$ cat src/sample_pkg.sv
package sample_pkg;

    localparam int word_w     = 32;
    localparam int ram_addr_w = 10;

    typedef logic [word_w-1:0]     mem_word_t;
    typedef logic [ram_addr_w-1:0] ram_addr_t;
    typedef logic [31:0]           result_t;

    // Audio word, signed sample in the low half
    typedef struct packed {
        logic [15:0]        pad;
        logic signed [15:0] value;
    } audio_sample_t;

    // Motion word, y above x
    typedef struct packed {
        logic signed [15:0] y;
        logic signed [15:0] x;
    } motion_sample_t;

    // Magnitude of a signed 16-bit value, 17 bits so -32768 fits
    function automatic logic [16:0] abs16(logic signed [15:0] v);
        logic signed [16:0] wide;
        wide = v;
        return v[15] ? 17'(-wide) : 17'(wide);
    endfunction

endpackage

$ cat src/mem_port_if.sv
`timescale 1ns/1ps

interface mem_port_if;
    import sample_pkg::*;

    logic      req;
    ram_addr_t addr;
    mem_word_t rdata;
    // One-cycle strobe, rdata valid with it
    logic      ready;

    modport fetcher (output req, output addr, input rdata, input ready);
    modport arbiter (input req, input addr, output rdata, output ready);

endinterface

$ cat src/sample_fetcher.sv
`timescale 1ns/1ps

module sample_fetcher #(
    parameter type sample_t    = sample_pkg::audio_sample_t,
    parameter int  num_samples = 16
) (
    input  logic                  clk,
    input  logic                  rst_n,
    input  logic                  enable,
    input  sample_pkg::ram_addr_t base,
    mem_port_if.fetcher           mem,
    output logic                  start,
    output logic                  sample_valid,
    output sample_t               sample,
    output logic                  done
);
    import sample_pkg::*;

    localparam int cnt_w = $clog2(num_samples + 1);

    typedef enum logic [1:0] {
        st_idle,
        st_read,
        st_done
    } state_t;

    state_t           state_q;
    ram_addr_t        addr_q;
    logic [cnt_w-1:0] count_q;
    logic             last;

    assign start        = (state_q == st_idle) && enable;
    assign mem.req      = (state_q == st_read);
    assign mem.addr     = addr_q;
    assign sample_valid = mem.ready && (state_q == st_read);
    assign sample       = sample_t'(mem.rdata);
    assign done         = (state_q == st_done);
    assign last         = (count_q == cnt_w'(num_samples - 1));

    always_ff @(posedge clk) begin
        if (!rst_n) begin
            state_q <= st_idle;
            addr_q  <= '0;
            count_q <= '0;
        end else begin
            case (state_q)
                st_idle: begin
                    if (enable) begin
                        state_q <= st_read;
                        addr_q  <= base;
                        count_q <= '0;
                    end
                end
                st_read: begin
                    // Address steps only after the word came back
                    if (mem.ready) begin
                        addr_q  <= addr_q + 1'b1;
                        count_q <= count_q + 1'b1;
                        if (last) begin
                            state_q <= st_done;
                        end
                    end
                end
                st_done: begin
                    if (!enable) begin
                        state_q <= st_idle;
                    end
                end
                default: state_q <= st_idle;
            endcase
        end
    end

endmodule

$ cat src/flat_wrapper.sv
// flat-port wrapper written by rule: the top's interface ports become plain ports
module sample_fetcher_flat import sample_pkg::*;
#(
    parameter type sample_t    = sample_pkg::audio_sample_t,
    parameter int  num_samples = 16
)
  (clk, rst_n, enable, base, start, sample_valid, sample, done, mem_req, mem_addr, mem_rdata, mem_ready);
  mem_port_if mem_i ();
  input  logic clk;
  input  logic rst_n;
  input  logic enable;
  input  sample_pkg::ram_addr_t base;
  output logic start;
  output logic sample_valid;
  output sample_t sample;
  output logic done;
  output wire logic [$bits(mem_i.req)-1:0] mem_req;
  output wire logic [$bits(mem_i.addr)-1:0] mem_addr;
  input wire logic [$bits(mem_i.rdata)-1:0] mem_rdata;
  input wire logic [$bits(mem_i.ready)-1:0] mem_ready;
  assign mem_req = mem_i.req;
  assign mem_addr = mem_i.addr;
  assign mem_i.rdata = mem_rdata;
  assign mem_i.ready = mem_ready;
  sample_fetcher #(.sample_t(sample_t), .num_samples(num_samples)) u_core (.clk(clk), .rst_n(rst_n), .enable(enable), .base(base), .mem(mem_i), .start(start), .sample_valid(sample_valid), .sample(sample), .done(done));
endmodule
$ cat config.mk
export PLATFORM = sky130hd
export DESIGN_NAME = sample_fetcher_flat
export DESIGN_NICKNAME = d
export VERILOG_FILES = /design/src/sample_pkg.sv /design/src/mem_port_if.sv /design/src/sample_fetcher.sv /design/src/flat_wrapper.sv
export SDC_FILE = /design/constraint.sdc
export NUM_CORES = 1
export LEC_CHECK = 0
export BUFFER_PORTS_ARGS = -buffer_cell sky130_fd_sc_hd__buf_2
export CORE_ASPECT_RATIO = 0.7
export CORE_MARGIN = 2
export CORE_UTILIZATION = 43
export CTS_BUF_LIST = sky130_fd_sc_hd__clkbuf_16
export DETAILED_ROUTE_END_ITERATION = 6
export GPL_ROUTABILITY_DRIVEN = 0
export MAX_ROUTING_LAYER = met4
export PLACE_DENSITY = 0.83
export SLEW_MARGIN = 30
export SYNTH_ARGS = -nofsm -noshare
export SYNTH_HDL_FRONTEND = slang
export SYNTH_SLANG_ARGS = --single-unit
export TNS_END_PERCENT = 50
$ cat constraint.sdc
create_clock -name clk -period 2.1 [get_ports clk]
set_input_delay 0.63 -clock clk [delete_from_list [all_inputs] [get_ports clk]]
set_output_delay 0.63 -clock clk [all_outputs]
set_load 0.005 [all_outputs]
== Yosys cells after proc, flatten, opt, wreduce, memory -nomap -nowiden ==
Index checks and enable logic that the tools add are counted.
Cells by class
  add/subtract/negate cells: 2
  multipliers: 0
  divide/modulo/power cells: 0
  order comparisons: 0
  equal/unequal tests: 7
  shifts and indexed selects: 0
  multiplexer cells: 11
  bitwise gates (word level): 0
  reductions and logical operators: 6
Operator list (number)
  10-bit two-way mux: 2
  10-bit case mux with 2 select lines: 1
  10-bit by 1-bit adder with 10-bit output, second input constant: 1
  5-bit two-way mux: 2
  5-bit case mux with 2 select lines: 1
  2-bit two-way mux: 4
  2-bit case mux with 3 select lines: 1
  5-bit by 1-bit adder with 5-bit output, second input constant: 1
  5-bit by 4-bit equality test with 1-bit output, second input constant: 1
  2-bit by 1-bit != test with 1-bit output, second input constant: 2
  2-bit != test, second input constant: 2
  4-bit AND reduction: 1
  3-bit AND reduction: 1
  2-bit by 1-bit equality test with 1-bit output, second input constant: 1
  2-bit equality test, second input constant: 1
  1-bit logical AND: 2
  2-bit zero test: 1
  2-bit nonzero test: 1
Word-level totals
  register bits after elaboration: 17
  latch bits: 0
  memory bits (writable): 0
  bits in read-only memories: 0
  output and inout bits: 46
  logic and storage cells: 29
  memories: 0

== Longest topological paths before layout ==
Gate-level depths: netlist of the first run.
  word-level depth: 4
  mapped depth: 6
  depth with buffers taken out: 6

== Worst setup path after synthesis of the first run ==
No wires, ideal clock.
  kind: input-to-reg
  from: input mem_ready
  to: register u_core.addr_q[0] (netlist: u_core.mem.addr[0])
  setup time: 0.119 ns
  arrival: 1.420 ns
  data required time: 1.981 ns
  setup slack: 0.561 ns
  stages on the path: 5
  path buffers: 1
  path through: mux2i_2 -> or2_1 -> buf_4 -> nor2_1 -> o221a_1
On the way
  word-level cells in the longest chain between the ends: 2
RTL lines
  from (decl): line flat_wrapper.sv:20  | input wire logic [$bits(mem_i.ready)-1:0] mem_ready;
  2-bit by 1-bit != test with 1-bit output (no line)
  3-bit AND reduction (no line)
  to (signal assigned): line sample_fetcher.sv:50  | addr_q <= base;
  to (signal assigned): line sample_fetcher.sv:57  | addr_q <= addr_q + 1'b1;
  to (decl): line sample_fetcher.sv:28  | ram_addr_t addr_q;
Every way passes these cells.
A chain may end at the register's enable or synchronous reset.

== Worst setup path in the final report of the first run ==
  from: register u_core.state_q[0]
  to: output mem_req
On the way
  word-level cells in the longest chain between the ends: 1
RTL lines
  from (decl): line sample_fetcher.sv:27  | state_t state_q;
  from (signal assigned): line sample_fetcher.sv:42  | state_q <= st_idle;
  from (signal assigned): line sample_fetcher.sv:49  | state_q <= st_read;
  from (signal assigned): line sample_fetcher.sv:60  | state_q <= st_done;
  2-bit by 1-bit equality test with 1-bit output: line sample_fetcher.sv:33  | assign mem.req = (state_q == st_read);
  to (decl): line flat_wrapper.sv:17  | output wire logic [$bits(mem_i.req)-1:0] mem_req;
Every way passes these cells.

==> results of run 1 <==
[placed cells by master, fill, tap and decap left out, drive strengths merged, types with 4 or more instances in the layout]
master,count
dfxtp,17
buf,30
a21boi,4
and2,5
a21oi,8
o21ai,9
nor2,10
nand2,15
nand3,8
[critical path, delay by kind of cell, from the launching register on]
family,cells,cell delay (ns)
buffers and inverters,3,0.42
AND/OR/NAND/NOR,1,0.11
flip-flops,1,0.47
[worst paths after layout]
path,from,endpoint
max,u_core.state_q[0],mem_req
min,u_core.count_q[1],u_core.count_q[1]
max reg2reg,u_core.state_q[0],u_core.mem.addr[0]
min reg2reg,u_core.count_q[1],u_core.count_q[1]
[logic make-up (layout without fill, tap and decap cells)]
| family | Yosys count | after routing | synth area share (%) |
|---|---|---|---|
| muxes | 1 | 1 | 1.122 |
| AOI/OAI and AO/OA | 34 | 34 | 18.27 |
| xor gates and xnor gates | 3 | 3 | 2.143 |
| DFF | 17 | 17 | 27.76 |
| and+or+nand+nor | 58 | 58 | 24.59 |
| buffers and inverters | 40 | 36 | 23.06 |
| adders and majority gates | 3 | 3 | 3.062 |
[routing by layer]
layer	vias up	routed length, µm
li1	504	-
met1	463	1102
met2	42	1134
met3	4	215
met4	0	34
met5	-	0
[registers in the layout, summed over array words and instances, names as in the netlist]
register and count:
u_core.count_q 5, u_core.mem.addr 10, u_core.state_q 2
[metrics by stage]
stage                     setup slack [ns]  instances  util (%)  instance area, µm²  power, mW
after floorplan                     0.5615        156         -                1226     0.5115
after global placement              0.3157        184     41.76                1154     0.5132
after detailed placement            0.2477        184     41.76                1154     0.5174
after CTS                           0.2367        188     44.61                1232     0.8944
after global routing                0.1357        188     44.61                1232     0.9273
final                               0.2206        188     44.61                1232     0.8886
[power groups by stage]
stage	combinational (mW)	clock, mW	sequential [mW]
after global placement	0.138	0	0.376
final	0.142	0.376	0.371
after CTS	0.142	0.382	0.370
after global routing	0.160	0.391	0.376
after floorplan	0.139	0	0.372
after detailed placement	0.141	0	0.377
[area by class of cell]
| cell class | instances | area, µm² |
|---|---|---|
| Fill cell | 292 | 1530 |
| Multi-Input combinational cell | 99 | 603.1 |
| Sequential cell | 17 | 340.3 |
| Timing Repair Buffer | 30 | 157.7 |
| Clock buffer | 3 | 75.07 |
| Tap cell | 36 | 45.04 |
| Inverter | 2 | 7.507 |
| Clock inverter | 1 | 3.754 |
==> results.sh, run 1 <==
export IMPL_netlist_area_leader_share_pct=27.76
export IMPL_outcome="finished clean"
export IMPL_synth_ff_type="dfxtp_1"
export IMPL_nets=202
export IMPL_async_flop_share_pct=0
export IMPL_die_w_um=67.83
export IMPL_met2_usage_pct=23.20
export IMPL_via_count=1013
export IMPL_fmax_mhz=532.1
export IMPL_n_antenna_cell=0
export IMPL_portBuffers=27
export IMPL_clock_root_buffer="clkbuf_16"
export IMPL_core_area_um2=2763
export IMPL_internal_power_uw=662.8
export IMPL_rows=16
export IMPL_cts_sinks=17
export IMPL_fin_setup_tns_ns=0
export IMPL_hold_depth=2
export IMPL_drc=0
export IMPL_tightest_slew_ns=0.5359
export IMPL_hold_viol_final=0
export IMPL_initial_utilization_pct=44.38
export IMPL_clockBufferDepth=2
export IMPL_reg2reg_slack_ns=0.42
export IMPL_track_usage_pct=16.98
export IMPL_postCtsSetupBuffers=0
export IMPL_synthCells=156
export IMPL_hold_class="reg2reg"
export IMPL_start_kind="flop"
export IMPL_slew_headroom_pct=64.23
export IMPL_cts_resized=0
export IMPL_synth_area_um2=1226
export IMPL_max_cap_violations=0
export IMPL_drt_wl_total_um=2487
export IMPL_hpwl_um=1780
export IMPL_pwr_share_comb_pct=15.9
export IMPL_synth_cell_types=40
export IMPL_yosys_warnings=0
export IMPL_power_density_nw_per_um2=721.0
export IMPL_cp_end_kind="output pin"
export IMPL_synth_common_cells="buf_4 (35), dfxtp_1 (17), nand2_1 (15), nor2_1 (9)"
export IMPL_grt_pass1_wl_um=4167
export IMPL_whs_ns=0.4874
export IMPL_skew_ns=0.004634
export IMPL_synth_seq_cells=17
export IMPL_finalSetupViolations=0
export IMPL_grt_pass1_vias=916
export IMPL_dr_pass1_iters=4
export IMPL_synth_top_area_cell="dfxtp_1"
export IMPL_drv_slew=0
export IMPL_min_period_ns=1.879
export IMPL_rsz0062_at_grt="false"
export IMPL_ant_nets=0
export IMPL_die_y_um=48.68
export IMPL_met1_usage_pct=22.27
export IMPL_ys_seq_area_share_pct=27.76
export IMPL_grt_overflow=0
export IMPL_max_stage_delay_ns=0.47
export IMPL_crit_required_ns=1.47
export IMPL_vdd_drop_max_mv=0.2512
export IMPL_ioPinCount=92
export IMPL_busiest_layer="met2"
export IMPL_crit_slowest_cell="dfxtp_1"
export IMPL_post_route_period_util_pct=89.50
export IMPL_cts_tree="built"
export IMPL_critical_path_class="reg2out"
export IMPL_reg2regPathDepth=4
export IMPL_syn_avg_cell_area_um2=7.860
export IMPL_p_seq_share_pct=41.7
export IMPL_drtIter0Drc=95
export IMPL_synth_enable_flop_cells=0
export IMPL_area_growth_syn_to_layout_pct=0.5100
export IMPL_synth_fp_nets=205
export IMPL_grt_use_met3_pct=6.512
export IMPL_post_synth_top_count_cell="buf_4"
export IMPL_critPathMaxFanout=16
export IMPL_p_leak_nw=0.5207
export IMPL_numCtsBuffers=3
export IMPL_crit_chain="nand2b_1, inv_1, buf_4, buf_2"
export IMPL_synthTopCellsByArea="dfxtp_1 (28%), buf_4 (21%), nand2_1 (4.6%), a21oi_1 (3.3%), nand3_1 (3.3%)"
export IMPL_clkSlewWorstSetupHoldPaths_ns=0.05
export IMPL_grt_start_max_net_pins=18
export IMPL_layout_drive_gt1_share_pct=23.68
export IMPL_clock_power_share_pct=42.3
export IMPL_die_area_um2=3302
export IMPL_vias_per_cell=5.388
export IMPL_detail_route_wl_per_cell_um=13.23
export IMPL_antenna_found_initial=0
export IMPL_htree_levels=1
export IMPL_cp_arrival_ns=1.25
export IMPL_holdBufCountCts=0
export IMPL_p_sw_share_pct=25.41
export IMPL_insertion_delay_ns=0.25
export IMPL_p_sw_uw=225.8
Power figures use the tool's default switching activity.
==> inputs of run 2 (changes only) <==
CORE_UTILIZATION = 35   (was 43)
PLACE_DENSITY = 0.69   (was 0.83)
REMOVE_ABC_BUFFERS = 1   (was not set)
==> run 2 against run 1 <==
Against the previous run: final cell count grew 5.9%; highest routed layer unchanged; maximum frequency increased by 0.42%; die area rose by 21%; largest cell class unchanged.
==> results.sh, run 2 (synthesized netlist as in run 1, its figures left out) <==
export IMPL_drc=0
export IMPL_p_sw_share_pct=24.93
export IMPL_ioPinCount=92
export IMPL_hold_class="reg2reg"
export IMPL_r2r_end="u_core.mem.addr[8]"
export IMPL_tightest_slew_ns=0.5622
export IMPL_detail_route_wl_per_cell_um=18.94
export IMPL_hpwl_um=2817
export IMPL_p_seq_share_pct=41.9
export IMPL_via_count=1057
export IMPL_dr_pass1_iters=4
export IMPL_cts_tree="built"
export IMPL_fmax_mhz=534.3
export IMPL_critical_path_class="reg2out"
export IMPL_htree_levels=1
export IMPL_antenna_found_initial=0
export IMPL_setup_slack_ns=0.2285
export IMPL_portBuffers=27
export IMPL_place_ws_ns=0.2594
export IMPL_fin_setup_tns_ns=0
export IMPL_pwr_share_comb_pct=16.2
export IMPL_start_kind="flop"
export IMPL_slew_headroom_pct=62.48
export IMPL_reg2reg_slack_ns=0.46
export IMPL_r2r_start="u_core.mem.addr[0]"
export IMPL_n_fill_cell=327
export IMPL_min_to="u_core.count_q[1]"
export IMPL_holdBufCountCts=0
export IMPL_drv_slew=0
export IMPL_clock_root_buffer="clkbuf_16"
export IMPL_grt_start_max_net_pins=18
export IMPL_max_cap_violations=0
export IMPL_cp_startpoint="u_core.state_q[0]"
export IMPL_layout_common_cells="buf_2 (27), dfxtp_1 (17), nand2_1 (15), nor2_1 (9)"
export IMPL_min_period_ns=1.871
export IMPL_vdd_drop_max_mv=0.2720
export IMPL_track_usage_pct=21.29
export IMPL_outcome="finished clean"
export IMPL_nets=202
export IMPL_layout_drive_gt1_share_pct=23.68
export IMPL_hold_depth=2
export IMPL_p_sw_uw=220.1
export IMPL_hold_viol_final=0
export IMPL_drt_wl_total_um=3770
export IMPL_die_area_um2=4000
export IMPL_critPathMaxFanout=7
export IMPL_postCtsSetupBuffers=0
export IMPL_clock_power_share_pct=41.9
export IMPL_cts_sinks=17
export IMPL_rsz0062_at_grt="false"
export IMPL_cp_arrival_ns=1.24
export IMPL_grt_pass1_wl_um=5733
export IMPL_drtIter0Drc=94
export IMPL_grt_overflow=0
export IMPL_dp_cells=195
export IMPL_whs_ns=0.4706
export IMPL_internal_power_uw=662.6
export IMPL_skew_ns=0.002430
export IMPL_numCtsBuffers=3
export IMPL_hold_path_startpoint="u_core.count_q[1]"
export IMPL_largest_reg_flops=10
export IMPL_die_y_um=53.52
export IMPL_cp_end_kind="output pin"
export IMPL_die_w_um=74.75
export IMPL_crit_required_ns=1.47
export IMPL_ant_nets=0
export IMPL_clockBufferDepth=2
export IMPL_reg2regPathDepth=5
export IMPL_insertion_delay_ns=0.25
export IMPL_power_density_nw_per_um2=708.3
export IMPL_final_common_cell="buf_2"
export IMPL_grt_pass1_vias=949
export IMPL_area_growth_syn_to_layout_pct=1.633
export IMPL_n_antenna_cell=0
export IMPL_initial_utilization_pct=37.68
export IMPL_rows=17
export IMPL_clkSlewWorstSetupHoldPaths_ns=0.05
export IMPL_finalSetupViolations=0
export IMPL_core_area_um2=3254
export IMPL_vias_per_cell=5.312
export IMPL_cts_resized=0
export IMPL_p_leak_nw=0.5207
export IMPL_fin_cells=199
export IMPL_post_route_period_util_pct=89.12
==> run 2: layer usage <==
metal  vias up  wire length, µm  track usage, %
met1       476             1937           30.11
met2        70             1202           21.83
met4         0               25           3.571
li1        509                -               -
met5         -                0               -
met3         2              604           17.14
==> run 2: how the worst max path moves through the flow <==
stage                    endpoint  depth (start not counted)  slack (ns)
6_report             sample_valid                          4        0.23
5_1_grt              sample_valid                          4        0.19
3_5_place_dp   u_core.mem.addr[0]                          5        0.26
4_1_cts              sample_valid                          4        0.26
2_1_floorplan        sample_valid                          3        0.08
3_3_place_gp   u_core.mem.addr[0]                          5        0.30
==> run 2: final cells by class <==
| cell class | count | area [µm²] | area share, % |
|---|---|---|---|
| inverters | 2 | 7.507 | 0.6024 |
| repair buffers | 30 | 157.7 | 12.65 |
| clock buffers | 3 | 75.07 | 6.024 |
| clock inverters | 1 | 3.754 | 0.3012 |
| flip-flops and latches | 17 | 340.3 | 27.31 |
| well taps | 47 | 58.81 | 4.719 |
| multi-input cells | 99 | 603.1 | 48.39 |
==> run 2: power groups by stage <==
stage / Clock, mW / Combinational, mW / Sequential, mW
final: 0.370 / 0.143 / 0.370
after global routing: 0.392 / 0.161 / 0.373
after CTS: 0.380 / 0.142 / 0.369
after detailed placement: 0 / 0.141 / 0.375
after global placement: 0 / 0.142 / 0.376
after floorplan: 0 / 0.0795 / 0.372
==> run 2: worst max-delay path, stage by stage (launching register included) <==
cell and delay [ns]:
dfxtp_1 0.45, nand2b_1 0.11, inv_1 0.12, and2_1 0.19, buf_2 0.13
==> run 2: metrics by stage <==
stage	power [mW]	util (%)	cell area, µm²
6_report	0.8827	38.29	1246
5_1_grt	0.9261	38.29	1246
4_1_cts	0.8915	38.29	1246
3_5_place_dp	0.5163	35.87	1167
3_3_place_gp	0.5184	35.87	1167
2_1_floorplan	0.4517	-	950.9
==> inputs of run 3 (changes only) <==
RECOVER_POWER = 100   (was not set)
TNS_END_PERCENT = 5   (was 50)
==> run 3 against run 2 <==
Against the previous run: via count is 0.76% lower; routed wire length is 0.21% higher; clock skew barely moved; sequential cell count did not move; utilization fell by 0.62 points; combinational power is 4% lower; critical path depth down 1; worst setup slack barely moved; sequential share of layout area rose by 0.45 points; maximum frequency is essentially flat; final area decreased by 1.6%; clock power hardly changed; critical path type unchanged; largest cell class unchanged.
==> results.sh, run 3 (synthesized netlist as in run 1, its figures left out) <==
export IMPL_regArea_um2=340.3
export IMPL_p_leak_nw=0.4779
export IMPL_drv_slew=0
export IMPL_clkSlewWorstSetupHoldPaths_ns=0.05
export IMPL_hold_viol_final=0
export IMPL_drtIter0Drc=81
export IMPL_ant_nets=0
export IMPL_antenna_found_initial=0
export IMPL_layout_common_cells="buf_2 (17), dfxtp_1 (17), nand2_1 (15), clkbuf_1 (10)"
export IMPL_htree_levels=1
export IMPL_initial_utilization_pct=37.68
export IMPL_power_density_nw_per_um2=715.4
export IMPL_fin_cells=199
export IMPL_rows=17
export IMPL_n_antenna_cell=0
export IMPL_cp_arrival_ns=1.24
export IMPL_layout_drive_gt1_share_pct=15.79
export IMPL_grt_pass1_vias=949
export IMPL_die_y_um=53.52
export IMPL_nets=202
export IMPL_drt_wl_total_um=3778
export IMPL_whs_ns=0.4856
export IMPL_finalSetupViolations=0
export IMPL_n_fill_cell=338
export IMPL_place_area_um2=1167
export IMPL_clock_root_buffer="clkbuf_16"
export IMPL_grt_pass1_wl_um=5733
export IMPL_slew_headroom_pct=62.16
export IMPL_critical_path_class="reg2out"
export IMPL_multi_input_area_um2=599.3
export IMPL_cp_end_kind="output pin"
export IMPL_fmax_mhz=534.3
export IMPL_area_growth_syn_to_layout_pct=0.0003262
export IMPL_crit_required_ns=1.47
export IMPL_hold_class="reg2reg"
export IMPL_critPathMaxFanout=12
export IMPL_place_ws_ns=0.2594
export IMPL_portBuffers=27
export IMPL_grt_overflow=0
export IMPL_grt_start_max_net_pins=18
export IMPL_clockBufferDepth=2
export IMPL_ioPinCount=92
export IMPL_postLayoutCellArea_um2=1226
export IMPL_via_count=1049
export IMPL_dr_pass1_iters=4
export IMPL_rsz0062_at_grt="false"
export IMPL_start_kind="flop"
export IMPL_max_cap_violations=0
export IMPL_tightest_slew_ns=0.5669
export IMPL_min_period_ns=1.872
export IMPL_skew_ns=0.002763
export IMPL_vdd_drop_max_mv=0.2715
export IMPL_cts_resized=0
export IMPL_insertion_delay_ns=0.25
export IMPL_drc=0
export IMPL_post_route_period_util_pct=89.12
export IMPL_track_usage_pct=21.29
export IMPL_cts_tree="built"
export IMPL_die_w_um=74.75
export IMPL_largest_reg_flops=10
export IMPL_die_area_um2=4000
export IMPL_dp_cells=195
export IMPL_detail_route_wl_per_cell_um=18.98
export IMPL_cts_sinks=17
export IMPL_outcome="finished clean"
export IMPL_setup_slack_ns=0.2285
export IMPL_fin_setup_tns_ns=0
export IMPL_core_area_um2=3254
export IMPL_holdBufCountCts=0
export IMPL_hpwl_um=2817
export IMPL_numCtsBuffers=3
export IMPL_vias_per_cell=5.271
export IMPL_postCtsSetupBuffers=0
==> run 3: final timing paths <==
path                            slack (ns)               from  depth (start not counted)                 end
worst min-delay path                  0.49  u_core.count_q[1]                          2   u_core.count_q[1]
worst min register to register        0.49  u_core.count_q[1]                          2   u_core.count_q[1]
worst max-delay path                  0.23  u_core.state_q[1]                          3                done
worst max register to register        0.39  u_core.state_q[0]                          4  u_core.mem.addr[0]
==> run 3: area by class of cell <==
class,instances,area share (%)
multi-input cells,99,48.88
clock buffers,3,6.122
clock inverters,1,0.3061
flip-flops and latches,17,27.75
inverters,2,0.6122
repair buffers,30,11.53
well taps,47,4.796
==> run 3: per-layer routing <==
layer	GRT usage (%)	routed length (µm)	part of all wire (%)
met5	-	0	0
met4	3.571	24	0.64
met1	30.11	1922	51
met2	21.83	1215	32
met3	17.14	616	16
==> run 3: worst max-delay path, stage by stage (launching register included) <==
cell and delay [ns]:
dfxtp_1 0.32, clkbuf_1 0.38, nor2b_1 0.19, buf_2 0.12
==> run 3: power breakdown <==
part | leakage (nW) | internal [mW] | switching [mW] | total (mW)
registers | 0.139 | 0.344 | 0.0260 | 0.370
logic | 0.296 | 0.0614 | 0.0757 | 0.137
clock network | 0.0423 | 0.252 | 0.118 | 0.370
==> run 3: stage by stage <==
stage | utilization (%) | total power [mW]
2_1_floorplan | - | 0.4517
3_3_place_gp | 35.87 | 0.5184
3_5_place_dp | 35.87 | 0.5163
4_1_cts | 38.29 | 0.8915
5_1_grt | 37.68 | 0.9206
6_report | 37.68 | 0.8772
